[config.mk]
export PLATFORM = sky130hd
export DESIGN_NAME = cart_loader
export DESIGN_NICKNAME = d
export VERILOG_FILES = /design/src/common/jag_glue_pkg.sv /design/src/cart/cart_loader.sv
export SDC_FILE = /design/constraint.sdc
export NUM_CORES = 1
export LEC_CHECK = 0
export ABC_CLOCK_PERIOD_IN_PS = 3000
export BUFFER_PORTS_ARGS = -buffer_cell sky130_fd_sc_hd__buf_2
export CORE_MARGIN = 4
export CORE_UTILIZATION = 33
export DETAILED_ROUTE_END_ITERATION = 16
export PLACE_DENSITY_LB_ADDON = 0.08
export SLEW_MARGIN = 30
export SYNTH_ARGS = -nofsm -noshare
export SYNTH_HDL_FRONTEND = slang
export SYNTH_SLANG_ARGS = --single-unit
[constraint.sdc]
create_clock -name clk_sys -period 3 [get_ports clk_sys]
set_input_delay 0.3 -clock clk_sys [delete_from_list [all_inputs] [get_ports clk_sys]]
set_output_delay 0.3 -clock clk_sys [all_outputs]
set_load 0.005 [all_outputs]
[src/common/jag_glue_pkg.sv]
//======================================================================
// jaguar glue package
// shared widths, DDR window constants, download indices, BIOS patch
// values and the DDR command and host download structs
//======================================================================
package jag_glue_pkg;

	//==================================================================
	// widths with a meaning
	//==================================================================
	typedef logic [28:0] ddr_addr_t;   // 64-bit word address
	typedef logic [7:0]  ddr_be_t;
	typedef logic [63:0] ddr_data_t;
	typedef logic [23:0] abus_t;       // core byte address
	typedef logic [15:0] dl_word_t;
	typedef logic [24:0] dl_addr_t;    // download byte address
	typedef logic [31:0] cart_word_t;
	typedef logic [9:0]  bram_addr_t;
	typedef logic [15:0] bram_word_t;

	// command toward the DDR controller
	typedef struct packed {
		logic      rd;
		logic      we;
		ddr_addr_t addr;
		ddr_be_t   be;
		ddr_data_t din;
	} ddr_cmd_t;

	// host download bus
	typedef struct packed {
		logic       download;
		logic       wr;
		logic [7:0] index;
		dl_addr_t   addr;
		dl_word_t   data;
	} dl_bus_t;

	localparam logic [7:0] DDR_REGION     = 8'h30;        // jaguar window in DDR
	localparam abus_t      CART_LOAD_BASE = 24'h80_0000;  // cart lives at 8 MiB
	localparam logic [7:0] IDX_CART       = 8'd1;
	localparam logic [7:0] IDX_BIOS_A     = 8'd0;
	localparam logic [7:0] IDX_BIOS_B     = 8'd2;

	// checksum branch in the boot rom, beq turned into bra
	localparam abus_t      BIOS_PATCH_ADDR = 24'h00_136E;
	localparam logic [7:0] BIOS_PATCH_BYTE = 8'h60;

	typedef enum logic [1:0] {
		BK_IDLE,
		BK_XFER,          // request out, waiting for ack
		BK_WAIT_ACK_END   // sector streaming
	} bk_state_e;

endpackage

[src/cart/cart_loader.sv]
//======================================================================
// cartridge loader
// one byte-swapped, single-lane DDR write per 16-bit download word,
// with host wait held until the write is taken
//======================================================================
`timescale 1ns/1ps

module cart_loader (
	input  logic                   clk_sys,
	input  logic                   reset,
	input  jag_glue_pkg::dl_bus_t  dl,
	input  logic                   ddr_busy,
	output logic                   loader_en,
	output jag_glue_pkg::ddr_cmd_t loader_cmd,
	output logic                   ioctl_wait
);
	import jag_glue_pkg::*;

	logic     cart_dl;     // cart download in progress
	logic     old_dl;
	logic     wr_pend;     // write waiting for a free DDR cycle
	logic     wr_accept;
	abus_t    load_addr;   // byte address of the next word
	dl_word_t wr_data;
	dl_word_t data_bs;

	assign cart_dl   = dl.download && (dl.index == IDX_CART);
	assign wr_accept = wr_pend && !ddr_busy;
	assign data_bs   = {wr_data[7:0], wr_data[15:8]};  // byte swap for DDR order

	always_ff @(posedge clk_sys) begin
		if (reset) begin
			old_dl    <= 1'b0;
			loader_en <= 1'b0;
			wr_pend   <= 1'b0;
			load_addr <= CART_LOAD_BASE;
		end else begin
			old_dl <= cart_dl;
			if (!old_dl && cart_dl) begin  // download starts
				loader_en <= 1'b1;
				load_addr <= CART_LOAD_BASE;
			end
			if (old_dl && !cart_dl)
				loader_en <= 1'b0;

			if (dl.wr && cart_dl)
				wr_pend <= 1'b1;
			else if (wr_accept) begin
				wr_pend   <= 1'b0;
				load_addr <= load_addr + 24'd2;  // one word per write
			end
		end
	end

	// word capture
	always_ff @(posedge clk_sys) begin
		if (dl.wr && cart_dl)
			wr_data <= dl.data;
	end

	//==================================================================
	// command toward the DDR port
	//==================================================================
	always_comb begin
		loader_cmd      = '0;
		loader_cmd.we   = wr_pend;
		loader_cmd.addr = {DDR_REGION, load_addr[23:3]};
		// k = addr[2:1] picks lanes 7-2k..6-2k, upper word first
		loader_cmd.be   = ddr_be_t'(8'hC0 >> {load_addr[2:1], 1'b0});
		loader_cmd.din  = {4{data_bs}};
	end

	assign ioctl_wait = wr_pend;  // host stalls until the word is in DDR

	// host must honour ioctl_wait, one word in flight at most
	a_no_overrun: assert property (@(posedge clk_sys) disable iff (reset)
		(dl.wr && cart_dl) |-> !wr_pend);

endmodule

==> results_dict.tcl <==
set metrics [dict create \
    status "complete, no violations" \
    r2r_cells 5 \
    die_area_um2 9060 \
    drc 0 \
    grt_overflow 0 \
    cp_slowest_cell "nor2_1" \
    vias 1778 \
    post-cts-setup-buffers 0 \
    die_y_um 95.2 \
    critPathMaxStageDelay_ps 530 \
    first_pass_iters 4 \
    crit_path_end_kind "register" \
    leakagePower_nw 1.22 \
    start_util_pct 34.2 \
    drtAntennaViolNets 0 \
    htreeDepth 2 \
    ys_ff_latch 42 \
    final_common_cell "buf_2" \
    worstSetupPathType "register to register" \
    cp_data_required_time_ps 3180 \
    clockBufferDepth 2 \
    start_kind "register" \
    grt_first_pass_wirelength_mm 7.64 \
    die_w_um 95.2 \
    fin_crit_sh_pct 66.3 \
    gp_congestion 0.718 \
    path_buf_inv 0 \
    cts_tree "built" \
    root_buffer "clkbuf_8" \
    final_hold_viol_count 0 \
    async_flop_share_pct 0 \
    tns_ps 0 \
    finalClockSkew_ps 3.96 \
    final_nets 375 \
    yosys.cell_types.count 40 \
    post-place-ws_ps 817 \
    crit_path_frequent_cell "nand4_1" \
    cts_hold_buf 0 \
    clkSlewWorstSetupHoldPaths_ps 80 \
    hold_class "primary input to register" \
    holdWs_ps 178 \
    rsz0062_at_grt "false" \
    hp-start "dl[0]" \
    yosysWarnings 0 \
    dp_hpwl_mm 4.09 \
    finalSetupViolations 0 \
    max_freq_mhz 503 \
    io_pins 159 \
    core-area_um2 7330 \
    drt_iter0_markers 32 \
    grtUsageMet2_pct 19.1 \
    diodes 0 \
    min_delay_path_depth 1 \
    routed_wirelength_mm 5.27 \
    clk_latency_ps 290 \
    r2r_end "load_addr[19]" \
    worst-r2r-setup-slack_ps 1010 \
    cts_sinks 42 \
    synth_edf_count 16 \
    synth_ff_type "dfxtp_1" \
    critPathMaxFanout 8 \
    via_per_inst 4.26 \
    cts_resized 0 \
    grt_max_degree 18 \
    fin_crit_ps 1990 \
    row_count 31 \
    pwr_density_cell_nw_per_um2 365 \
    cp_top_family "simple AND/OR/NAND/NOR gates" \
    portBuffers 124 \
    post_dp_cell_area_um2 2630 \
    cap_violations 0 \
    cts_buffers 5 \
    maxSlewHeadroom_pct 53.7 \
    grt-busiest-layer "met2" \
    ir_worst_vdd_mv 0.162 \
    grt_pass1_vias 1589 \
    use_met1_pct 13.0 \
    wl_per_cell_um 12.6 \
    setup_slack_ps 1010 \
    syn_area_um2 2510 \
    worstPathCellList "ha_1 -> nand4_1 -> nor2_1 -> nand4_1 -> mux2_2" \
    mostFrequentLayoutCells "buf_2 (124), nor2_1 (29), dfxtp_1 (26), edfxtp_1 (16), xnor2_1 (11)" \
    synth_seq_area_share_pct 39.9 \
    finalMaxSlewViolations 0 \
    arrival_ps 2170 \
    drive_above_1_share_pct 46.2 \
    grt_use_total_pct 11.0 \
    synth.avg_cell_area_um2 9.47 \
    tightest_slew_ps 690 \
    r2r-start "load_addr[2]" \
    antenna_found_initial 0 \
    area_delta_synth_final_pct 8.28 \
    final_area_um2 2720 \
    synthCells 265 \
    use_met3_pct 3.24 \
    worstHoldEndpoint "wr_data[0]" \
]
==> sequential cells by signal, summed over array words and instances (netlist names) <==
signal / count
old_dl: 1
load_addr: 23
wr_data: 16
ioctl_wait: 1
loader_en: 1
==> final cells by class <==
class	count	area, um^2
clock buffers	6	72.6
clock inverters	2	13.8
fillers	748	4610
inverters	10	37.5
multi-input cells	131	825
flip-flops and latches	42	1000
well taps	99	124
repair buffers	127	643
==> per-stage QoR <==
stage	power (mW)	cells	util (%)
floorplan	0.629	272	-
detailed placement	0.641	409	35.9
CTS	1.02	417	37.1
finish	0.991	417	37.1
global placement	0.641	409	35.9
global route	1.04	417	37.1
==> logic make-up after synthesis <==
kind of cell / after synthesis / synth area share (%)
XOR/XNOR: 18 / 6.28
other: 2 / 0.299
AO/OA/AOI/OAI: 8 / 2.00
multiplexers: 2 / 1.05
AND/OR/NAND/NOR: 90 / 20.2
flip-flops: 42 / 39.9
buffers and inverters: 99 / 28.3
adder cells (fa/ha/maj): 4 / 2.00
==> synth_stat cells, types with 2 or more instances <==
library cell  instances  share of area [%]
and4_1                3                1.0
nand3_1              10                2.0
nor2_1               29                4.3
xnor2_1              11                3.8
xor2_1                7                2.4
nand2_1               9                1.3
and4b_1               2               0.80
clkbuf_1              2               0.30
edfxtp_1             16                 19
and3_1                2               0.50
a21oi_1               4               0.80
nor2b_1               2               0.50
nor3_1               10                2.0
dfxtp_1              26                 21
conb_1                2               0.30
inv_1                 9                1.3
nor4b_1               2               0.70
nor2_2                2               0.50
buf_6                 3                1.3
buf_4                84                 25
nand4_1               8                2.0
ha_1                  4                2.0
==> worst max-delay path by stage <==
stage | startpoint | endpoint | slack (ps) | cells after the start
after floorplan | dl[44] | load_addr[18] | 1270 | 6
after global placement | dl[45] | load_addr[11] | 800 | 6
after detailed placement | dl[45] | load_addr[11] | 820 | 6
after CTS | load_addr[2] | load_addr[19] | 980 | 5
after global routing | load_addr[2] | load_addr[17] | 860 | 6
final | load_addr[2] | load_addr[19] | 1010 | 5
==> power breakdown <==
group	switching [mW]	internal (mW)
Sequential	0.000220	0.590
Combinational	0.0191	0.0178
Clock	0.199	0.164
==> metal layers <==
layer / wire length [um] / vias to the layer above
met3: 544 / 4
met5: 0 / -
met2: 2500 / 83
li1: - / 891
met4: 46 / 0
met1: 2180 / 800
Power figures use the tool's default switching activity.
