===== src/common/jag_glue_pkg.sv =====
//======================================================================
// jaguar glue package
// shared widths, DDR window constants, download indices, BIOS patch
// values and the DDR command and host download structs
//======================================================================
package jag_glue_pkg;

	//==================================================================
	// widths with a meaning
	//==================================================================
	typedef logic [28:0] ddr_addr_t;   // 64-bit word address
	typedef logic [7:0]  ddr_be_t;
	typedef logic [63:0] ddr_data_t;
	typedef logic [23:0] abus_t;       // core byte address
	typedef logic [15:0] dl_word_t;
	typedef logic [24:0] dl_addr_t;    // download byte address
	typedef logic [31:0] cart_word_t;
	typedef logic [9:0]  bram_addr_t;
	typedef logic [15:0] bram_word_t;

	// command toward the DDR controller
	typedef struct packed {
		logic      rd;
		logic      we;
		ddr_addr_t addr;
		ddr_be_t   be;
		ddr_data_t din;
	} ddr_cmd_t;

	// host download bus
	typedef struct packed {
		logic       download;
		logic       wr;
		logic [7:0] index;
		dl_addr_t   addr;
		dl_word_t   data;
	} dl_bus_t;

	localparam logic [7:0] DDR_REGION     = 8'h30;        // jaguar window in DDR
	localparam abus_t      CART_LOAD_BASE = 24'h80_0000;  // cart lives at 8 MiB
	localparam logic [7:0] IDX_CART       = 8'd1;
	localparam logic [7:0] IDX_BIOS_A     = 8'd0;
	localparam logic [7:0] IDX_BIOS_B     = 8'd2;

	// checksum branch in the boot rom, beq turned into bra
	localparam abus_t      BIOS_PATCH_ADDR = 24'h00_136E;
	localparam logic [7:0] BIOS_PATCH_BYTE = 8'h60;

	typedef enum logic [1:0] {
		BK_IDLE,
		BK_XFER,          // request out, waiting for ack
		BK_WAIT_ACK_END   // sector streaming
	} bk_state_e;

endpackage


===== src/cart/cart_ddr_port.sv =====
//======================================================================
// cartridge DDR port
// fetch reads from core cart accesses, loader writes muxed in front,
// selected 32-bit half returned to the core
//======================================================================
`timescale 1ns/1ps

module cart_ddr_port (
	input  logic                     clk_sys,
	input  logic                     reset,
	input  logic                     loader_en,
	input  jag_glue_pkg::ddr_cmd_t   loader_cmd,
	input  jag_glue_pkg::abus_t      abus,
	input  logic                     cart_ce_n,
	output jag_glue_pkg::ddr_cmd_t   ddr_cmd,
	input  logic                     ddr_busy,
	input  jag_glue_pkg::ddr_data_t  ddr_dout,
	input  logic                     ddr_dout_ready,
	output jag_glue_pkg::cart_word_t cart_q
);
	import jag_glue_pkg::*;

	abus_t old_abus;
	logic  old_ce_n;
	logic  rd_trig;   // new cart access this cycle
	logic  rd_pend;   // read held until DDR takes it
	abus_t rd_addr;

	// ce falling, or address moving while selected
	assign rd_trig = !cart_ce_n && (old_ce_n || (abus != old_abus));

	always_ff @(posedge clk_sys) begin
		if (reset) begin
			old_ce_n <= 1'b1;
			old_abus <= '0;
			rd_pend  <= 1'b0;
		end else begin
			old_ce_n <= cart_ce_n;
			old_abus <= abus;
			if (rd_trig)
				rd_pend <= 1'b1;
			else if (rd_pend && !ddr_busy && !loader_en)  // accepted
				rd_pend <= 1'b0;
		end
	end

	always_ff @(posedge clk_sys) begin
		if (rd_trig)
			rd_addr <= abus;
		if (ddr_dout_ready)
			cart_q <= abus[2] ? ddr_dout[31:0] : ddr_dout[63:32];  // even long is high half
	end

	//==================================================================
	// DDR mux, loader owns the port during a load
	//==================================================================
	always_comb begin
		if (loader_en)
			ddr_cmd = loader_cmd;
		else begin
			ddr_cmd      = '0;
			ddr_cmd.rd   = rd_pend;
			ddr_cmd.addr = {DDR_REGION, rd_addr[23:3]};
			ddr_cmd.be   = '1;  // controller wants all lanes on reads
		end
	end

	// a loader write under busy keeps address and data until taken
	a_wr_hold: assert property (@(posedge clk_sys) disable iff (reset)
		(ddr_cmd.we && ddr_busy) |=>
			(ddr_cmd.we && $stable(ddr_cmd.addr) && $stable(ddr_cmd.din)));

endmodule


===== config.mk =====
export PLATFORM = sky130hd
export DESIGN_NAME = cart_ddr_port
export DESIGN_NICKNAME = d
export VERILOG_FILES = /design/src/common/jag_glue_pkg.sv /design/src/cart/cart_ddr_port.sv
export SDC_FILE = /design/constraint.sdc
export NUM_CORES = 1
export LEC_CHECK = 0
export BUFFER_PORTS_ARGS = -buffer_cell sky130_fd_sc_hd__buf_2
export CAP_MARGIN = 10
export CORE_AREA = 2 2 128 130
export DETAILED_ROUTE_END_ITERATION = 8
export DIE_AREA = 0 0 130 132
export PLACE_DENSITY = 0.61
export SLEW_MARGIN = 10
export SYNTH_ARGS = -nofsm -noshare
export SYNTH_HDL_FRONTEND = slang
export SYNTH_SLANG_ARGS = --single-unit

===== constraint.sdc =====
create_clock -name clk_sys -period 2.8 [get_ports clk_sys]
set_input_delay 0.14 -clock clk_sys [delete_from_list [all_inputs] [get_ports clk_sys]]
set_output_delay 0.14 -clock clk_sys [all_outputs]
set_load 0.005 [all_outputs]

==> results.ini, run 1 <==
[critical_path]
slowest_stage = a21oi_2
crit_required_ns = 2.83
rr_endpoint = rd_addr[19]$_DFFE_PP_
start_kind = flip-flop
r2r_start = old_abus[20]$_SDFF_PP0_
crit_family = compound AO/OA/AOI/OAI gates
crit_path_max_incr_delay_ns = 0.57
cp.arrival_ns = 1.98
rr_worst_depth = 5
path_cells = xor2_1 -> nor4_1 -> and4_4 -> a21oi_2 -> buf_4
worstSetupEndpointType = flip-flop
crit_type = flip-flop to flip-flop
critPathBufInv = 1
r2r_slack_ns = 0.85
cp_max_fo = 11

[die]
die_height_um = 132
placementRows = 46
die_area_mm2 = 0.0172
core-area_mm2 = 0.0157
fp.dieW_um = 130
start_util = 0.240
ioPinCount = 332

[synth]
syn_inst = 293
synth.most_common_cell = and2_1
synthArstFlopShare = 0
synth_top_area_frac = 0.423
synth_nets = 490
yosysSeqAreaShare = 0.561
synth-seq-cells = 79
syn_area_mm2 = 0.00376
synth_area_leader_cell = edfxtp_1
synth.avg_cell_area_um2 = 12.8
synthTopCellsByArea = edfxtp_1 (42%), mux2_2 (16%), dfxtp_1 (14%)
yosys_most_used_dff = edfxtp_1
yosys-top-cells-count = and2_1 (71), mux2_2 (54), edfxtp_1 (53), dfxtp_1 (26), nor2b_1 (24)
synth_warnings = 0
synth_edf_count = 53
yosysUniqueCellTypes = 22

[min_path]
worstHoldPathCells = 1
hold_class = input pin to flip-flop
hold_path_end = rd_addr[21]$_DFFE_PP_
min-delay-start = abus[21]

[clock_tree]
holdBufCountCts = 0
cts_tree = yes
cts.reportedPaths.clkPinSlew_ns = 0.06
htreeDepth = 3
clockBufferDepth = 2
cts.sinks = 79
cts_resized = 0
clkLatencyLatePin_ns = 0.33
cts_made_buffers = 9
root_buffer = clkbuf_16
postCtsSetupBuffers = 0

[status]
status = finished, final reports clean

[placed_design]
dp_hpwl_um = 10700
port_buffers = 331
gp_congestion = 0.769
place_area_mm2 = 0.00564

[route]
detail-route-antenna-nets = 0
wirelength_um = 12800
drcViolationCount = 0
vias = 3335
viasPerCell = 3.95
drtPass1Iterations = 4
drt_iter0_drc = 79
avgRoutedWirePerCell_um = 15.2

[flow_run]
drv_cap = 0

[timing]
hold_viol = 0
setup_viol = 0
rsz0062_at_grt = no
fin_crit_ns = 1.95
worst_slew_pin_slew_ns = 0.838
maxSlewViolCount = 0
max_slew_margin = 0.442
fin_crit_sh = 0.697
max_freq_ghz = 0.513
finalClockSkew_ns = 0.00834
holdWs_ns = 0.0219
setup-tns-final_ns = 0

[power]
power_leakage_nw = 2.83
total_power_mw = 3.00
ir_worst_vdd_mv = 0.241
p_per_area_mw_per_mm2 = 506

[global_route]
grt_pass1_wl_um = 18300
grt_usage = 0.144
grt_max_degree = 104
overflow = 0
grt_pass1_vias = 3367
antenna_found_initial = 5

[final_layout]
final_net_count = 818
drive_gt1_frac = 0.649
design_area_mm2 = 0.00593
area_delta_synth_final_pct = 57.6

worst max path at each step:
| stage | from | to | slack, ns | cells past startpoint |
|---|---|---|---|---|
| finish | old_abus[20]$_SDFF_PP0_ | rd_addr[19]$_DFFE_PP_ | 0.85 | 5 |
| global route | old_abus[3]$_SDFF_PP0_ | rd_addr[14]$_DFFE_PP_ | 0.69 | 5 |
| CTS | old_abus[20]$_SDFF_PP0_ | rd_addr[7]$_DFFE_PP_ | 0.77 | 5 |
| detailed placement | old_abus[3]$_SDFF_PP0_ | rd_addr[7]$_DFFE_PP_ | 0.78 | 5 |
| global placement | old_abus[20]$_SDFF_PP0_ | rd_addr[5]$_DFFE_PP_ | 0.86 | 5 |
| floorplan | old_abus[6]$_SDFF_PP0_ | rd_addr[10]$_DFFE_PP_ | 0.66 | 4 |
metrics by stage:
stage          utilization  instances  setup WS, ns
2_1_floorplan            -        293         0.658
3_5_place_dp         0.359        826         0.783
3_3_place_gp         0.359        826         0.859
6_report             0.378        845         0.849
4_1_cts              0.377        842         0.772
5_1_grt              0.378        845         0.692
per-layer routing:
layer | track usage | routed length, µm
met1 | 0.139 | 4430
met2 | 0.260 | 6570
met3 | 0.0731 | 1670
met4 | 0.0496 | 158
met5 | 0 | 10
where the power goes:
group | internal [mW] | leakage (nW) | switching [mW]
clock | 0.677 | 0.145 | 0.442
sequential | 1.34 | 0.735 | 0.0233
combinational | 0.298 | 1.95 | 0.218
sequential cells by signal, summed over array words and instances (netlist names):
name	cells
cart_q	32
old_abus	24
rd_addr	21
old_ce_n	1
rd_pend	1
cell families after synthesis:
logic type,count (synthesis),share of synthesized area
AOI/OAI and AO/OA,3,0.00665
muxes,54,0.162
xor gates and xnor gates,24,0.0559
and+or+nand+nor,116,0.193
DFF,79,0.561
buffers and inverters,17,0.0213
worst reg2reg max path: stages, from the launching register on:
cell and delay [ns]:
dfxtp_1 0.32, xor2_1 0.14, nor4_1 0.09, and4_4 0.19
a21oi_2 0.57, buf_4 0.33
layout by cell type, fill, tap and decap left out, types with 2 or more instances in the layout:
cell | synthesis | final
buf_4 | 1 | 3
nor2b_1 | 24 | 24
xnor2_1 | 11 | 11
mux2_2 | 54 | 54
clkbuf_16 | 0 | 10
and2_1 | 71 | 71
nand2b_1 | 10 | 10
edfxtp_1 | 53 | 53
buf_2 | 10 | 331
xor2_1 | 13 | 13
diode_2 | 0 | 3
clkinv_2 | 0 | 2
clkbuf_1 | 6 | 2
nand4_1 | 2 | 2
nor4_1 | 3 | 3
dfxtp_1 | 26 | 26
cell type report:
class / instances / area [µm²]
Clock buffer: 13 / 272
Sequential cell: 79 / 2110
Fill cell: 1639 / 9780
Tap cell: 216 / 270
Clock inverter: 3 / 16.3
Multi-Input combinational cell: 197 / 1580
Timing Repair Buffer: 334 / 1680
Antenna cell: 3 / 7.51
Note: power is estimated with default switching activity, not from simulation.
==> inputs of run 2 (changes only) <==
- ABC_AREA: default -> 1
- PLACE_DENSITY: 0.61 -> 0.65
- clock period: 2.8 -> 1.68 ns (I/O delays scaled with it)
==> results.ini, run 2 <==
[synth]
synthArstFlopShare = 0
synth-seq-cells = 79
synth.most_common_cell = nand2_1
synth_edf_count = 53
synth_warnings = 0
syn_area_mm2 = 0.00400
synth_area_leader_cell = edfxtp_1
synth_top_area_frac = 0.397
syn_inst = 519
synth_nets = 716
yosysSeqAreaShare = 0.528
yosys-top-cells-count = nand2_1 (218), inv_1 (118), edfxtp_1 (53), nor2_1 (38), dfxtp_1 (26)
synthTopCellsByArea = edfxtp_1 (40%), nand2_1 (20%), dfxtp_1 (13%)
yosys_most_used_dff = edfxtp_1
synth.avg_cell_area_um2 = 7.71
yosysUniqueCellTypes = 17

[placed_design]
dp_hpwl_um = 12300
gp_congestion = 0.852
place_ws_ns = 0.114
dp_cells = 1050
port_buffers = 331

[global_route]
grt_pass1_vias = 4307
grt_pass1_wl_um = 21500
grt_max_degree = 49
antenna_found_initial = 10
overflow = 0
grt_usage = 0.165

[final_layout]
instances_no_fill = 1103
final_net_count = 1071
largest_reg_flops = 32
top_register = cart_q
drive_gt1_frac = 0.431
reg_top3 = cart_q x32, old_abus x24, rd_addr x21
layout_common_cells = buf_2 (328), nand2_1 (218), inv_1 (118)
area_delta_synth_final_pct = 62.5
layout_commonest_cell = buf_2

[power]
internal_power_mw = 3.77
seqPwrFrac = 0.447
power.switching_mw = 1.34
p_sw_frac = 0.262
p_clk_frac = 0.363
p_per_area_mw_per_mm2 = 785
total_power_mw = 5.11
ir_worst_vdd_mv = 0.427
comb_power_share = 0.191
power_leakage_nw = 3.92

[critical_path]
rr_worst_depth = 9
start_kind = input pin
crit_required_ns = 1.77
rr_endpoint = rd_addr[11]$_DFFE_PP_
crit_type = input pin to flip-flop
worstSetupEndpointType = flip-flop
cp.arrival_ns = 1.66
r2r_slack_ns = 0.22
r2r_start = old_abus[11]$_SDFF_PP0_
cp_max_fo = 12

[die]
placementRows = 46
die_area_mm2 = 0.0172
die_height_um = 132
start_util = 0.255
fp.dieW_um = 130
ioPinCount = 332
core-area_mm2 = 0.0157

[clock_tree]
clkLatencyLatePin_ns = 0.34
root_buffer = clkbuf_16
cts.reportedPaths.clkPinSlew_ns = 0.06
clockBufferDepth = 2
cts.sinks = 79
cts_tree = yes
postCtsSetupBuffers = 0
htreeDepth = 3
cts_made_buffers = 9

[timing]
holdWs_ns = 0.0118
hold_viol = 0
max_slew_margin = 0.532
fin_crit_ns = 1.57
max_freq_ghz = 0.636
worst_slew_pin_slew_ns = 0.702
maxSlewViolCount = 0
setup_viol = 0
finalClockSkew_ns = 0.0100
fin_ws_ns = 0.107
rsz0062_at_grt = no
fin_crit_sh = 0.936
setup-tns-final_ns = 0

[min_path]
worstHoldPathCells = 3
hold_class = input pin to flip-flop
hold_path_end = cart_q[22]$_DFFE_PP_
min-delay-start = ddr_dout[54]

[route]
drt_iter0_drc = 104
drcViolationCount = 0
detail-route-antenna-nets = 0
drtPass1Iterations = 4
viasPerCell = 3.95
wirelength_um = 14500
vias = 4355
avgRoutedWirePerCell_um = 13.2

[flow_run]
drv_cap = 0

[status]
status = finished, final reports clean

==> run 2: how the worst max path moves through the flow <==
stage               cells past startpoint  slack (ns)                     from                    end
floorplan                               7        0.18  old_abus[17]$_SDFF_PP0_  rd_addr[10]$_DFFE_PP_
global placement                        9        0.08  old_abus[11]$_SDFF_PP0_  rd_addr[19]$_DFFE_PP_
detailed placement                      9        0.11  old_abus[11]$_SDFF_PP0_  rd_addr[19]$_DFFE_PP_
CTS                                    11        0.08                  abus[5]   rd_addr[9]$_DFFE_PP_
global route                           12       0.008                  abus[4]   rd_addr[9]$_DFFE_PP_
finish                                 12        0.11                  abus[7]  rd_addr[11]$_DFFE_PP_
==> run 2: layout make-up <==
| type | count | area (µm²) |
|---|---|---|
| fillers | 1614 | 9210 |
| flip-flops and latches | 79 | 2110 |
| repair buffers | 366 | 2020 |
| multi-input cells | 299 | 1350 |
| inverters | 119 | 449 |
| well taps | 216 | 270 |
| clock buffers | 9 | 225 |
| clock inverters | 7 | 61.3 |
| diodes | 8 | 20.0 |
==> run 2: worst max-delay path: stages <==
cell and delay (ns):
dlygate4sd3_1 0.55, buf_2 0.14, inv_1 0.05, nand2_1 0.05
nand2_1 0.05, nor2_1 0.13, nand3_2 0.11, nor2_2 0.11
nand3_1 0.07, nand2_1 0.08, inv_1 0.05, buf_4 0.19
==> run 2: power by group through the flow <==
stage	clock, mW	combinational, mW	sequential (mW)
finish	1.85	0.973	2.28
detailed placement	0	0.928	2.32
global route	2.00	1.10	2.29
CTS	1.92	0.982	2.28
floorplan	0	0.362	2.33
global placement	0	0.918	2.32
==> run 2: cell families (layout without fill, tap and decap cells) <==
family,Yosys count,after routing,share of synthesized area
xor gates and xnor gates,6,6,0.0131
and+or+nand+nor,261,261,0.247
other,0,8,0
DFF,79,79,0.528
AOI/OAI and AO/OA,10,10,0.0125
muxes,22,22,0.0619
buffers and inverters,141,501,0.138
==> run 2: through the flow <==
| stage | instance area (µm²) | util |
|---|---|---|
| floorplan | 4000 | - |
| global route | 6510 | 0.414 |
| finish | 6510 | 0.414 |
| global placement | 5890 | 0.375 |
| detailed placement | 5890 | 0.375 |
| CTS | 6460 | 0.411 |
==> run 2: timing repair <==
item                                    in CTS  in global routing
gates resized for setup                      0                  6
hold buffers                                29                  0
endpoints found under the setup margin       0                 21
endpoints found under the hold margin       37                  0
==> run 2: routing by layer <==
layer  global-route usage  vias up  share of wire
li1                     -     2237              -
met1                0.156     1872           0.35
met4               0.0771        4          0.024
met5                    0        -         0.0014
met2                0.309      221           0.52
met3               0.0601       21           0.10
==> inputs of run 3 (changes only) <==
- SETUP_SLACK_MARGIN: default -> 0.5
==> results.ini, run 3 (same netlist as run 2, synthesis figures left out) <==
[flow_run]
drv_cap = 0

[clock_tree]
clkLatencyLatePin_ns = 0.33
cts.reportedPaths.clkPinSlew_ns = 0.06
root_buffer = clkbuf_16
cts_made_buffers = 9
cts.sinks = 79
clockBufferDepth = 2
htreeDepth = 3
cts_tree = yes

[placed_design]
dp_hpwl_um = 11900
port_buffers = 331
dp_cells = 1052
gp_congestion = 0.812

[final_layout]
layout_commonest_cell = buf_2
top_register = cart_q
area_delta_synth_final_pct = 65.7
largest_reg_flops = 32
utilization = 0.422
final_net_count = 1073
multi_input_area_mm2 = 0.00139
fillers = 1640
layout_common_cells = buf_2 (316), nand2_1 (216), inv_1 (117)
reg_top3 = cart_q x32, old_abus x24, rd_addr x21
drive_gt1_frac = 0.444
ff_latch_area_mm2 = 0.00212
instances_no_fill = 1100

[min_path]
min-delay-start = abus[10]
hold_class = input pin to flip-flop

[route]
viasPerCell = 3.95
drtPass1Iterations = 5
detail-route-antenna-nets = 0
drcViolationCount = 0
wirelength_um = 14200
vias = 4346
drt_iter0_drc = 84
avgRoutedWirePerCell_um = 12.9

[timing]
worst_slew_pin_slew_ns = 0.685
fin_crit_ns = 1.45
setup-tns-final_ns = 0
fin_crit_sh = 0.863
hold_viol = 0
max_slew_margin = 0.543
maxSlewViolCount = 0
finalClockSkew_ns = 0.00418
setup_viol = 0
rsz0062_at_grt = yes
max_freq_ghz = 0.690

[critical_path]
start_kind = flip-flop
cp_max_fo = 11
r2r_start = old_abus[11]$_SDFF_PP0_
crit_type = flip-flop to flip-flop
critPathLaunch = old_abus[11]$_SDFF_PP0_
crit_required_ns = 1.78
worstSetupEndpointType = flip-flop
cp.arrival_ns = 1.54

[die]
start_util = 0.255
core-area_mm2 = 0.0157
placementRows = 46
die_area_mm2 = 0.0172
die_height_um = 132
ioPinCount = 332
fp.dieW_um = 130

[power]
power_leakage_nw = 4.01
ir_worst_vdd_mv = 0.476
p_per_area_mw_per_mm2 = 779

[global_route]
overflow = 0
grt_pass1_vias = 4365
grt_pass1_wl_um = 21600
grt_usage = 0.164
grt_max_degree = 34
antenna_found_initial = 4

[status]
status = finished, final reports clean

-- run 3: changes by cell type in the layout (fill, tap and decap cells not counted), sizes merged --
cell         previous run  this run
buf                   337       340
diode                   8         3
dlygate4sd3            29        28
-- run 3: layer usage --
layer | up-vias | track usage | wire length, µm
met4 | 2 | 0.0591 | 247
met1 | 1872 | 0.159 | 4950
met2 | 220 | 0.313 | 7500
met5 | - | 0 | 13
li1 | 2234 | - | -
met3 | 18 | 0.0568 | 1500
-- run 3: per-stage QoR --
step	cell area, µm²	hold slack (ns)	power, mW	setup slack, ns
final	6640	0.00611	5.17	0.230
after global placement	5900	0.286	3.24	0.251
after floorplan	4010	0.183	2.69	0.223
after CTS	6560	0.00217	5.21	0.235
after detailed placement	5900	0.289	3.25	0.212
after global routing	6640	0.0118	5.45	0.104
-- run 3: worst paths after layout --
check	endpoint	cells after the start	slack (ns)
hold / removal	old_abus[10]$_SDFF_PP0_	3	0.006
hold reg to reg	rd_pend$_SDFFE_PP0P_	2	0.49
setup reg to reg	rd_addr[5]$_DFFE_PP_	9	0.23
setup / recovery	rd_addr[5]$_DFFE_PP_	9	0.23
-- run 3: power by group --
part / internal [mW] / switching [mW]
Sequential: 2.24 / 0.0444
Combinational: 0.553 / 0.480
Clock: 1.03 / 0.819
Total: 3.83 / 1.34
-- run 3: critical path, stage by stage, from the launching register on --
cell        delay, ns
dfxtp_1          0.31
nand2_1          0.06
o21ai_0          0.07
nor2_1           0.11
nand2_1          0.07
nor2_2           0.12
nand3_1          0.09
nand2_2          0.11
clkinvlp_4       0.11
buf_6            0.16
-- run 3: cell type report --
cell class / instances / share of cell area
clock inverters: 7 / 0.00943
inverters: 119 / 0.0683
well taps: 216 / 0.0407
flip-flops and latches: 79 / 0.319
multi-input cells: 299 / 0.209
clock buffers: 9 / 0.0339
diodes: 3 / 0.00113
repair buffers: 368 / 0.318
-- run 3: repair_timing --
| item | in CTS | in global routing |
|---|---|---|
| buffers inserted | 1 | 0 |
| hold endpoints to repair | 30 | 0 |
| hold buffers | 28 | 0 |
| resized for setup | 17 | 20 |
| endpoints found under the setup margin | 36 | 93 |
| pin swaps | 0 | 1 |
