## src/common/jag_glue_pkg.sv

```systemverilog
//======================================================================
// jaguar glue package
// shared widths, DDR window constants, download indices, BIOS patch
// values and the DDR command and host download structs
//======================================================================
package jag_glue_pkg;

	//==================================================================
	// widths with a meaning
	//==================================================================
	typedef logic [28:0] ddr_addr_t;   // 64-bit word address
	typedef logic [7:0]  ddr_be_t;
	typedef logic [63:0] ddr_data_t;
	typedef logic [23:0] abus_t;       // core byte address
	typedef logic [15:0] dl_word_t;
	typedef logic [24:0] dl_addr_t;    // download byte address
	typedef logic [31:0] cart_word_t;
	typedef logic [9:0]  bram_addr_t;
	typedef logic [15:0] bram_word_t;

	// command toward the DDR controller
	typedef struct packed {
		logic      rd;
		logic      we;
		ddr_addr_t addr;
		ddr_be_t   be;
		ddr_data_t din;
	} ddr_cmd_t;

	// host download bus
	typedef struct packed {
		logic       download;
		logic       wr;
		logic [7:0] index;
		dl_addr_t   addr;
		dl_word_t   data;
	} dl_bus_t;

	localparam logic [7:0] DDR_REGION     = 8'h30;        // jaguar window in DDR
	localparam abus_t      CART_LOAD_BASE = 24'h80_0000;  // cart lives at 8 MiB
	localparam logic [7:0] IDX_CART       = 8'd1;
	localparam logic [7:0] IDX_BIOS_A     = 8'd0;
	localparam logic [7:0] IDX_BIOS_B     = 8'd2;

	// checksum branch in the boot rom, beq turned into bra
	localparam abus_t      BIOS_PATCH_ADDR = 24'h00_136E;
	localparam logic [7:0] BIOS_PATCH_BYTE = 8'h60;

	typedef enum logic [1:0] {
		BK_IDLE,
		BK_XFER,          // request out, waiting for ack
		BK_WAIT_ACK_END   // sector streaming
	} bk_state_e;

endpackage

```

## src/backup/backup_sync.sv

```systemverilog
//======================================================================
// backup sequencer
// backup enable on image mount, pending-write tracking and the SD
// sector load and save machine
//======================================================================
`timescale 1ns/1ps

module backup_sync #(
	parameter int BK_SECTORS = 4
) (
	input  logic                  clk_sys,
	input  logic                  reset,
	input  jag_glue_pkg::dl_bus_t dl,
	input  logic                  img_mounted,
	input  logic                  img_readonly,
	input  logic                  bram_wr,
	input  logic                  osd_open,
	input  logic                  bk_load_req,
	input  logic                  bk_save_req,
	input  logic                  autosave_en,
	output logic [31:0]           sd_lba,
	output logic                  sd_rd,
	output logic                  sd_wr,
	input  logic                  sd_ack,
	input  logic                  sd_buff_wr,
	output logic                  ram_b_wr,
	output logic                  bk_busy,
	output logic                  bk_pending
);
	import jag_glue_pkg::*;

	localparam logic [31:0] LAST_LBA = 32'(BK_SECTORS - 1);

	bk_state_e state;
	logic      bk_ena;       // save file mounted and writable
	logic      bk_loading;   // direction of the running transfer
	logic      old_dl, old_load, old_save, old_ack;
	logic      cart_dl;
	logic      bk_save;
	logic      start_load, start_save;
	logic      ack_rise, ack_fall;

	assign cart_dl    = dl.download && (dl.index == IDX_CART);
	assign bk_save    = bk_save_req || (bk_pending && osd_open && autosave_en);  // menu autosave
	assign start_load = (!old_load && bk_load_req) || (old_dl && !cart_dl);    // manual or end of load
	assign start_save = !old_save && bk_save;
	assign ack_rise   = !old_ack && sd_ack;
	assign ack_fall   = old_ack && !sd_ack;

	always_ff @(posedge clk_sys) begin
		if (reset) begin
			state      <= BK_IDLE;
			bk_ena     <= 1'b0;
			bk_loading <= 1'b0;
			bk_pending <= 1'b0;
			old_dl     <= 1'b0;
			old_load   <= 1'b0;
			old_save   <= 1'b0;
			old_ack    <= 1'b0;
			sd_lba     <= '0;
			sd_rd      <= 1'b0;
			sd_wr      <= 1'b0;
		end else begin
			old_dl   <= cart_dl;
			old_load <= bk_load_req;
			old_save <= bk_save;
			old_ack  <= sd_ack;

			if (!old_dl && cart_dl)
				bk_ena <= 1'b0;  // new cart, forget old save
			if (cart_dl && img_mounted && !img_readonly)
				bk_ena <= 1'b1;  // save file mounts during the download
			if (bk_ena && !osd_open && bram_wr)
				bk_pending <= 1'b1;

			//==========================================================
			// sector machine
			//==========================================================
			case (state)
				BK_IDLE: begin
					if (bk_ena && (start_load || start_save)) begin
						state      <= BK_XFER;
						bk_loading <= start_load;  // load wins over save
						sd_lba     <= '0;
						sd_rd      <= start_load;
						sd_wr      <= !start_load;
					end
				end
				BK_XFER: begin
					if (ack_rise) begin
						sd_rd <= 1'b0;
						sd_wr <= 1'b0;
						state <= BK_WAIT_ACK_END;
					end
				end
				BK_WAIT_ACK_END: begin
					if (ack_fall) begin
						if (sd_lba == LAST_LBA) begin  // last sector done
							state      <= BK_IDLE;
							sd_lba     <= '0;
							bk_pending <= 1'b0;
						end else begin
							state  <= BK_XFER;
							sd_lba <= sd_lba + 32'd1;
							sd_rd  <= bk_loading;
							sd_wr  <= !bk_loading;
						end
					end
				end
				default: state <= BK_IDLE;
			endcase
		end
	end

	assign bk_busy  = (state != BK_IDLE);
	// sector data lands only inside the backup window
	assign ram_b_wr = sd_ack && sd_buff_wr && (sd_lba < 32'(BK_SECTORS));

	// SD host acks only an outstanding request
	a_ack_on_req: assert property (@(posedge clk_sys) disable iff (reset)
		ack_rise |-> (state == BK_XFER));

endmodule

```

## config.mk

```make
export PLATFORM = sky130hd
export DESIGN_NAME = backup_sync
export DESIGN_NICKNAME = d
export VERILOG_FILES = /design/src/common/jag_glue_pkg.sv /design/src/backup/backup_sync.sv
export SDC_FILE = /design/constraint.sdc
export NUM_CORES = 1
export LEC_CHECK = 0
export BUFFER_PORTS_ARGS = -buffer_cell sky130_fd_sc_hd__buf_2
export CORE_MARGIN = 2
export CORE_UTILIZATION = 48
export CTS_CLUSTER_SIZE = 28
export DETAILED_ROUTE_END_ITERATION = 10
export PLACE_DENSITY = 0.92
export SYNTH_ARGS = -nofsm -noshare
export SYNTH_HDL_FRONTEND = slang
export SYNTH_SLANG_ARGS = --single-unit
```

## constraint.sdc

```tcl
create_clock -name clk_sys -period 2.46 [get_ports clk_sys]
set_input_delay 0.492 -clock clk_sys [delete_from_list [all_inputs] [get_ports clk_sys]]
set_output_delay 0.492 -clock clk_sys [all_outputs]
set_load 0.02 [all_outputs]
```

==> results of run 1 <==
==> cells in the mapped netlist, types with 2 or more instances <==
| library cell | n | area, µm² |
|---|---|---|
| o21ai_1 | 22 | 110 |
| o21ai_0 | 10 | 50.1 |
| nand3_1 | 15 | 75.1 |
| nand4_1 | 5 | 31.3 |
| dfxtp_1 | 43 | 861 |
| and2_1 | 4 | 25.0 |
| and3_1 | 7 | 43.8 |
| o31ai_1 | 18 | 135 |
| a31oi_1 | 8 | 50.1 |
| o211ai_1 | 5 | 37.5 |
| or3_1 | 2 | 12.5 |
| nand2b_1 | 6 | 37.5 |
| nor4_1 | 9 | 56.3 |
| buf_6 | 2 | 22.5 |
| nor2b_1 | 5 | 31.3 |
| nor2_1 | 21 | 78.8 |
| buf_4 | 2 | 15.0 |
| or2_2 | 2 | 12.5 |
| nor3_1 | 4 | 20.0 |
| o211a_1 | 2 | 20.0 |
| inv_1 | 10 | 37.5 |
| a21oi_1 | 17 | 85.1 |
| buf_2 | 6 | 30.0 |
| nor4_2 | 4 | 50.1 |
| ha_1 | 6 | 75.1 |
| clkbuf_1 | 7 | 26.3 |
| and4_1 | 6 | 52.6 |
| a31o_1 | 2 | 17.5 |
| nand2_1 | 22 | 82.6 |
==> where the power goes <==
part	leakage, nW	switching, W	total [W]	internal (W)
Sequential	0.347	0.00000145	0.000699	0.000698
Combinational	0.821	0.0000279	0.0000490	0.0000212
Clock	0.0612	0.000247	0.000576	0.000329
==> worst max-delay path by stage <==
stage | from | end | slack [ns] | cells after the start
after CTS | sd_lba[25]$_SDFFE_PP0P_ | ram_b_wr | 0.04 | 5
after global placement | dl[41] | sd_lba[4]$_SDFFE_PP0P_ | 0.13 | 7
after global routing | sd_lba[4]$_SDFFE_PP0P_ | ram_b_wr | 0.01 | 5
final | sd_lba[4]$_SDFFE_PP0P_ | ram_b_wr | 0.08 | 5
after detailed placement | dl[41] | sd_lba[4]$_SDFFE_PP0P_ | 0.05 | 7
after floorplan | state[0]$_SDFFE_PP0P_ | sd_rd$_SDFFE_PP0P_ | 0.36 | 8
==> routing by layer <==
layer / global-route usage, % / up-vias / wire length [µm]
li1: - / 1241 / -
met1: 27.6 / 1185 / 2690
met2: 40.7 / 104 / 3080
met3: 5.16 / 14 / 413
met4: 7.99 / 0 / 123
met5: 0 / - / 0
==> logic make-up after synthesis <==
logic type	after synthesis	synth area share (%)
simple gates	119	27.7
compound gates	101	28.3
buf+inv	28	5.59
fa+ha+maj	6	3.08
flops	43	35.3
==> final cells by class <==
type,count,share of cell area (%)
flip-flops and latches,43,29.2
multi-input cells,226,50.2
clock inverters,2,1.19
well taps,67,2.84
clock buffers,6,2.80
inverters,10,1.27
repair buffers,68,12.5
==> critical path: cells and delay by family (launching register included) <==
| kind | cells | cell delay [ns] |
|---|---|---|
| and+or+nand+nor | 4 | 1.02 |
| DFF | 1 | 0.40 |
| buffers and inverters | 1 | 0.15 |
==> through the flow <==
stage | setup WS (ns) | std cells | hold WS (ns)
finish | 0.0849 | 422 | 0.441
global route | 0.0108 | 422 | 0.461
CTS | 0.0389 | 421 | 0.445
detailed placement | 0.0518 | 413 | 0.476
global placement | 0.126 | 413 | 0.464
floorplan | 0.362 | 297 | 0.452
==> timing repair <==
item / 4_1_cts / 5_1_grt
hold buffers: 0 / 0
gates resized for setup: 1 / 5
pin swaps: 0 / 1
endpoints found under the setup margin: 1 / 5
setup buffers: 0 / 1
==> impl_metrics.csv, run 1 <==
group,metric,value,unit
outcome,status,"finished, final reports clean",
die,num_rows,25,
clock_network,clockBufferDepth,2,
route,vias_per_cell,6.03,
timing,rsz0062_at_grt,"false",
final_layout,final_cell_mix,"56 x buf_2, 43 x dfxtp_1, 22 x nand2_1, 22 x o21ai_1, 20 x nor2_1",
global_routing,grt_usage,23.1,%
clock_network,path_clk_slew,0.08,ns
die,die_area,0.00567,mm²
global_routing,grt_max_degree,22,
logic_synthesis,ys_ff_latch,43,
route,routedWlPerCell,15.0,µm
final_layout,seqCellArea,861,µm²
final_layout,filler_cell_count,443,
worst_setup_path,r2r-end,"sd_rd$_SDFFE_PP0P_",
clock_network,cts-root-buf,"clkbuf_8",
worst_setup_path,reg2regPathDepth,7,
worst_setup_path,arrival,1.88,ns
timing,fmaxAchievable,421,MHz
route,ant_nets,0,
logic_synthesis,ys_seq_area_share,35.3,%
pwr,p_leak,1.23,nW
global_routing,first_global_vias,2324,
worst_hold_path,min_from,"bk_save_req",
clock_network,cts_buffers,5,
worst_setup_path,r2r_start,"state[0]$_SDFFE_PP0P_",
final_layout,num-nets-final,422,
global_routing,grt_pass1_wl,10200,µm
worst_hold_path,hold_path_end,"old_save$_SDFF_PP0_",
logic_synthesis,ys_warn_count,0,
timing,period_minus_slack,2.38,ns
final_layout,postLayoutCoreUtil,61.3,%
place,io_buffer_count,56,
die,io_pins,99,
pwr,power_density,449,mW/mm²
timing,slew_headroom,59.4,%
pwr,ir_drop,406,µV
route,vias,2544,
flow_run,cap_violations,0,
place,placed_area,0.00279,mm²
worst_setup_path,cpMaxStageDelayCell,"dfxtp_1",
worst_setup_path,crit_path_max_fanout,9,
route,drt_drc_violations_left,0,
worst_setup_path,crit_type,"reg2out",
die,start_util,50.7,%
route,drt_wl_total,6310,µm
clock_network,cts_max_level,2,
logic_synthesis,synth_area,0.00244,mm²
worst_setup_path,required,1.97,ns
timing,tightest_slew,0.605,ns
timing,setup_violations,0,
worst_setup_path,endpoint_kind,"primary output",
timing,timing.final.crit_share,96.5,%
final_layout,largest_reg_flops,32,
pwr,finalPower,0.00132,W
worst_setup_path,critical_path.cell_chain,"nor4_2, nand4_2, nor2_4, and3_1, buf_2",
final_layout,layout_commonest_cell,"buf_2",
logic_synthesis,synth_area_per_cell,8.22,µm²
logic_synthesis,syn_nets,365,
logic_synthesis,synth_flop_cell,"dfxtp_1",
final_layout,num_antenna_cells,0,
logic_synthesis,synth_cell_types,54,
die,core_area,0.00482,mm²
final_layout,top_register,"sd_lba",
route,drt_iter0_markers,176,
global_routing,grt-ovfl-total,0,
worst_setup_path,startpoint_type,"flop",
die,dieWidth,75.3,µm
logic_synthesis,syn_inst,297,
worst_hold_path,min_path_cells,3,
timing,drv_slew,0,
worst_setup_path,slowest_delay,0.40,ns
timing,clock_skew,0.00936,ns
final_layout,areaGrowthSynthToFinish,20.9,%
place,gp_congestion,0.872,
logic_synthesis,synthArstFlopShare,0,%
clock_network,clock_latency,0.30,ns
final_layout,multi_input_area,0.00148,mm²
worst_hold_path,holdCritPathClass,"in2reg",
die,die_h,75.3,µm
final_layout,top_regs,"sd_lba x32, state x2",
clock_network,clock-sinks,43,
place,dpl.hpwl,4520,µm
clock_network,cts_tree,"built",
logic_synthesis,synth_edf_count,0,
final_layout,fin_area,0.00295,mm²
final_layout,drive_gt1_share,27.3,%
worst_setup_path,r2r_slack,0.18,ns
timing,finalSetupTns,0,ns
timing,hold_violations,0,
route,dr.pass1.iters,4,
global_routing,antenna_found_initial,0,
No activity file was read; power rests on OpenSTA's default activity.
==> run 2: changes to the inputs <==
==> constraint.sdc (replaced) <==
create_clock -name clk_sys -period 2.4 [get_ports clk_sys]
set_input_delay 0.48 -clock clk_sys [delete_from_list [all_inputs] [get_ports clk_sys]]
set_output_delay 0.48 -clock clk_sys [all_outputs]
set_load 0.02 [all_outputs]
==> run 2 against run 1 <==
  * First-iteration DRC count shrank 6.8%
  * Via count grew 2.8%
  * Worst hold slack lost 0.018 ns
  * Critical endpoint unchanged
  * Highest routed layer unchanged
==> impl_metrics.csv, run 2 (same netlist as run 1, synthesis figures left out) <==
group,metric,value,unit
timing,period_minus_slack,2.38,ns
worst_hold_path,holdCritPathClass,"in2reg",
pwr,combPwrFrac,3.8,%
place,placed_cells,419,
worst_setup_path,crit_path_max_fanout,7,
final_layout,fin_cells,427,
clock_network,path_clk_slew,0.08,ns
timing,tightest_slew,0.610,ns
worst_setup_path,slowest_delay,0.38,ns
die,start_util,50.7,%
timing,setup_violations,0,
clock_network,cts-root-buf,"clkbuf_8",
die,io_pins,99,
place,io_buffer_count,56,
route,drt_wl_total,6360,µm
worst_setup_path,critical_path.cell_chain,"nor4_1, nand4_1, nor2_4, and3_1, buf_2",
route,drt_drc_violations_left,0,
die,die_h,75.3,µm
clock_network,cts_tree,"built",
worst_setup_path,crit_family,"simple AND/OR/NAND/NOR gates",
clock_network,clockBufferDepth,2,
die,dieWidth,75.3,µm
clock_network,clock-sinks,43,
final_layout,postLayoutCoreUtil,61.6,%
place,dpl_worst_slack,0.140,ns
clock_network,clock_latency,0.30,ns
timing,rsz0062_at_grt,"true",
die,num_rows,25,
clock_network,cts_max_level,2,
timing,clock_skew,0.0127,ns
timing,fmaxAchievable,421,MHz
timing,slew_headroom,58.9,%
route,routedWlPerCell,14.9,µm
final_layout,final_cell_mix,"56 x buf_2, 43 x dfxtp_1, 22 x nand2_1, 22 x o21ai_1, 20 x nor2_1",
pwr,power_density,444,mW/mm²
outcome,status,"finished, final reports clean",
pwr,swShare,20.8,%
pwr,p_sw,0.000274,W
route,vias,2616,
pwr,finalPower,0.00132,W
worst_setup_path,crit_type,"reg2out",
worst_setup_path,startpoint_type,"flop",
clock_network,cts_buffers,5,
die,die_area,0.00567,mm²
route,ant_nets,0,
clock_network,ctsHoldBuffers,0,
pwr,clockPowerShare,41.8,%
worst_setup_path,required,1.92,ns
final_layout,areaGrowthSynthToFinish,21.5,%
place,dpl.hpwl,4670,µm
pwr,p_int,0.00104,W
final_layout,drive_gt1_share,28.1,%
flow_run,cap_violations,0,
global_routing,first_global_vias,2403,
global_routing,antenna_found_initial,0,
global_routing,grt_max_degree,22,
route,dr.pass1.iters,5,
die,core_area,0.00482,mm²
final_layout,top_regs,"sd_lba x32, state x2",
route,vias_per_cell,6.13,
pwr,seqPwrFrac,54.4,%
final_layout,num-nets-final,428,
final_layout,num_antenna_cells,0,
timing,timing.final.crit_share,99.0,%
worst_setup_path,endpoint_kind,"primary output",
timing,hold_violations,0,
worst_setup_path,arrival,1.90,ns
final_layout,largest_reg_flops,32,
worst_setup_path,cpMaxStageDelayCell,"dfxtp_1",
timing,finalWorstSetupSlack,0.0247,ns
place,gp_congestion,0.852,
worst_setup_path,crit_buf_inv,1,
route,drt_iter0_markers,164,
global_routing,grt_pass1_wl,10500,µm
timing,drv_slew,0,
global_routing,grt_usage,23.5,%
global_routing,grt-ovfl-total,0,
final_layout,layout_commonest_cell,"buf_2",
final_layout,top_register,"sd_lba",
worst_setup_path,r2r_slack,0.15,ns
pwr,ir_drop,301,µV
pwr,p_leak,1.24,nW
[run 2: cell count changes in the layout (fill, tap and decap cells not counted), sizes merged]
| cell | change |
|---|---|
| buf | +6 |
| clkinv | -1 |
[run 2: cell type report]
| cell class | instances | area [µm²] |
|---|---|---|
| clock inverters | 1 | 30.0 |
| clock buffers | 6 | 72.6 |
| multi-input cells | 226 | 1470 |
| flip-flops and latches | 43 | 861 |
| repair buffers | 74 | 415 |
| fillers | 413 | 1850 |
| well taps | 67 | 83.8 |
| inverters | 10 | 37.5 |
[run 2: power groups by stage]
stage	clock (W)	sequential, W	combinational [W]
6_report	0.000550	0.000717	0.0000495
5_1_grt	0.000584	0.000717	0.0000551
4_1_cts	0.000556	0.000717	0.0000493
3_5_place_dp	0	0.000734	0.0000488
3_3_place_gp	0	0.000734	0.0000481
2_1_floorplan	0	0.000733	0.0000226
[run 2: stage by stage]
step                hold slack (ns)  area, µm²  setup TNS (ns)
floorplan                     0.452       2440               0
global placement              0.469       2830               0
detailed placement            0.486       2830               0
CTS                           0.422       2940               0
global route                  0.453       2970          -0.122
finish                        0.424       2970               0
[run 2: what timing repair did]
item | CTS | global route
resized for setup | 1 | 4
pin swaps | 0 | 1
endpoints found under the setup margin | 1 | 8
setup buffers | 0 | 1
[run 2: path summary, 6_finish.rpt]
kind / cells past startpoint / end / startpoint
worst max-delay path: 5 / ram_b_wr / sd_lba[17]$_SDFFE_PP0P_
worst min register to register: 1 / sd_wr$_SDFFE_PP0P_ / sd_wr$_SDFFE_PP0P_
worst max register to register: 7 / sd_lba[11]$_SDFFE_PP0P_ / sd_lba[17]$_SDFFE_PP0P_
worst min-delay path: 3 / old_save$_SDFF_PP0_ / bk_save_req
[run 2: worst register-to-register path, cell delays in order, from the launching register on]
cell     delay (ns)
dfxtp_1        0.38
nor4_1         0.34
nand4_1        0.33
buf_4          0.25
o31ai_2        0.27
buf_4          0.22
o21ai_0        0.11
a31o_1         0.25
[run 2: per-layer routing]
| layer | part of all wire (%) | global-route usage, % | vias up |
|---|---|---|---|
| li1 | - | - | 1245 |
| met1 | 41 | 28.0 | 1224 |
| met2 | 49 | 41.1 | 133 |
| met3 | 8.4 | 5.95 | 14 |
| met4 | 1.5 | 7.99 | 0 |
| met5 | 0 | 0 | - |
==> run 3: changes to the inputs <==
--- a/config.mk
+++ b/config.mk
@@ -10,7 +10,7 @@
 export CORE_UTILIZATION = 48
 export CTS_CLUSTER_SIZE = 28
 export DETAILED_ROUTE_END_ITERATION = 10
-export PLACE_DENSITY = 0.92
+export PLACE_DENSITY = 0.8
 export SYNTH_ARGS = -nofsm -noshare
 export SYNTH_HDL_FRONTEND = slang
 export SYNTH_SLANG_ARGS = --single-unit
==> run 3 against run 2 <==
  * Register-to-register slack barely moved
  * Clock power about the same
  * Design area is 0.13% higher
  * Via count down 1.6%
  * Die area is the same
  * Routed wire length is the same
  * Global-route usage shrank 0.11 points
  * Maximum frequency rose by 2.7%
  * Worst hold slack worse by 0.0095 ns
  * Clock-buffer cell count is the same
  * Sequential power barely moved
==> impl_metrics.csv, run 3 (same netlist as run 1, synthesis figures left out) <==
group,metric,value,unit
timing,fmaxAchievable,432,MHz
final_layout,num-nets-final,428,
worst_setup_path,arrival,1.83,ns
global_routing,grt-ovfl-total,0,
final_layout,largest_reg_flops,32,
clock_network,cts_buffers,5,
flow_run,cap_violations,0,
route,routedWlPerCell,14.9,µm
global_routing,grt_usage,23.4,%
final_layout,num_antenna_cells,0,
pwr,power_density,445,mW/mm²
timing,clock_skew,0.0133,ns
pwr,swShare,21.0,%
worst_setup_path,required,1.92,ns
die,start_util,50.7,%
route,dr.pass1.iters,4,
worst_setup_path,crit_type,"reg2out",
place,dpl.hpwl,4540,µm
final_layout,layout_commonest_cell,"buf_2",
timing,drv_slew,0,
clock_network,path_clk_slew,0.08,ns
worst_setup_path,crit_path_max_fanout,6,
worst_hold_path,holdCritPathClass,"in2reg",
pwr,ir_drop,289,µV
timing,fin_hold_ws,0.414,ns
clock_network,clock-sinks,43,
pwr,combPwrFrac,3.8,%
timing,slew_headroom,60.2,%
final_layout,top_regs,"sd_lba x32, state x2",
clock_network,clockBufferDepth,2,
timing,setup_violations,0,
pwr,p_sw,0.000278,W
pwr,p_int,0.00104,W
die,die_h,75.3,µm
final_layout,final_cell_mix,"56 x buf_2, 43 x dfxtp_1, 22 x nand2_1, 22 x o21ai_1, 20 x nor2_1",
route,vias_per_cell,6.03,
route,drt_drc_violations_left,0,
clock_network,clock_latency,0.30,ns
pwr,clockPowerShare,41.9,%
worst_setup_path,r2r_slack,0.16,ns
timing,tightest_slew,0.592,ns
final_layout,drive_gt1_share,27.5,%
timing,hold_violations,0,
die,num_rows,25,
timing,timing.final.crit_share,96.4,%
final_layout,filler_cell_count,456,
global_routing,grt_max_degree,26,
final_layout,areaGrowthSynthToFinish,21.6,%
route,vias,2573,
pwr,seqPwrFrac,54.3,%
route,drt_wl_total,6360,µm
place,io_buffer_count,56,
timing,finalSetupTns,0,ns
global_routing,grt_pass1_wl,10300,µm
worst_setup_path,endpoint_kind,"primary output",
route,ant_nets,0,
die,core_area,0.00482,mm²
worst_setup_path,startpoint_type,"flop",
final_layout,top_register,"sd_lba",
global_routing,antenna_found_initial,0,
die,dieWidth,75.3,µm
die,io_pins,99,
clock_network,cts_tree,"built",
clock_network,cts-root-buf,"clkbuf_8",
clock_network,ctsHoldBuffers,0,
die,die_area,0.00567,mm²
pwr,p_leak,1.25,nW
global_routing,first_global_vias,2288,
outcome,status,"finished, final reports clean",
place,gp_congestion,0.884,
clock_network,cts_max_level,2,
route,drt_iter0_markers,183,
timing,period_minus_slack,2.31,ns
run 3: power groups by stage:
| stage | clock (W) | sequential, W | combinational (W) |
|---|---|---|---|
| final | 0.000553 | 0.000717 | 0.0000499 |
| after floorplan | 0 | 0.000733 | 0.0000226 |
| after CTS | 0.000562 | 0.000717 | 0.0000495 |
| after global placement | 0 | 0.000734 | 0.0000476 |
| after detailed placement | 0 | 0.000734 | 0.0000493 |
| after global routing | 0.000589 | 0.000717 | 0.0000546 |
run 3: metrics by stage:
stage	total power [W]	area [µm²]	util [%]	setup WS, ns	std cells
after global placement	0.000781	2820	58.5	0.160	415
after floorplan	0.000756	2440	-	0.302	297
after detailed placement	0.000783	2820	58.5	0.109	415
after CTS	0.00133	2930	60.8	0.0101	422
after global routing	0.00136	2970	61.6	-0.00198	427
final	0.00132	2970	61.6	0.0874	427
run 3: worst paths after layout:
path	startpoint	to	cells past startpoint
hold reg to reg	bk_loading$_SDFFE_PP0P_	bk_loading$_SDFFE_PP0P_	2
hold / removal	bk_save_req	old_save$_SDFF_PP0_	3
setup reg to reg	sd_lba[3]$_SDFFE_PP0P_	sd_lba[11]$_SDFFE_PP0P_	8
setup / recovery	sd_lba[3]$_SDFFE_PP0P_	ram_b_wr	5
run 3: cell type report:
| cell class | instances | area (µm²) | area share, % |
|---|---|---|---|
| clock inverters | 1 | 30.0 | 1.01 |
| inverters | 10 | 37.5 | 1.26 |
| flip-flops and latches | 43 | 861 | 29.0 |
| clock buffers | 6 | 72.6 | 2.44 |
| multi-input cells | 226 | 1460 | 49.1 |
| repair buffers | 74 | 428 | 14.4 |
| well taps | 67 | 83.8 | 2.82 |
run 3: critical path, cell delays in order, from the launching register on:
cell and delay (ns):
dfxtp_1 0.39, nor4_2 0.36, nand4_2 0.24, nor2_4 0.22, and3_1 0.17, buf_2 0.15
run 3: layer usage:
layer / vias to the layer above / wire, µm / GRT usage (%)
met5: - / 0 / 0
met4: 0 / 93 / 9.36
met3: 11 / 365 / 4.89
met2: 90 / 3120 / 39.2
met1: 1219 / 2790 / 29.3
li1: 1253 / - / -
run 3: what timing repair did:
action | in CTS | in global routing
setup buffers | 0 | 5
pin swaps | 0 | 2
resized for setup | 2 | 1
setup endpoints to repair | 1 | 2
gates cloned | 0 | 0
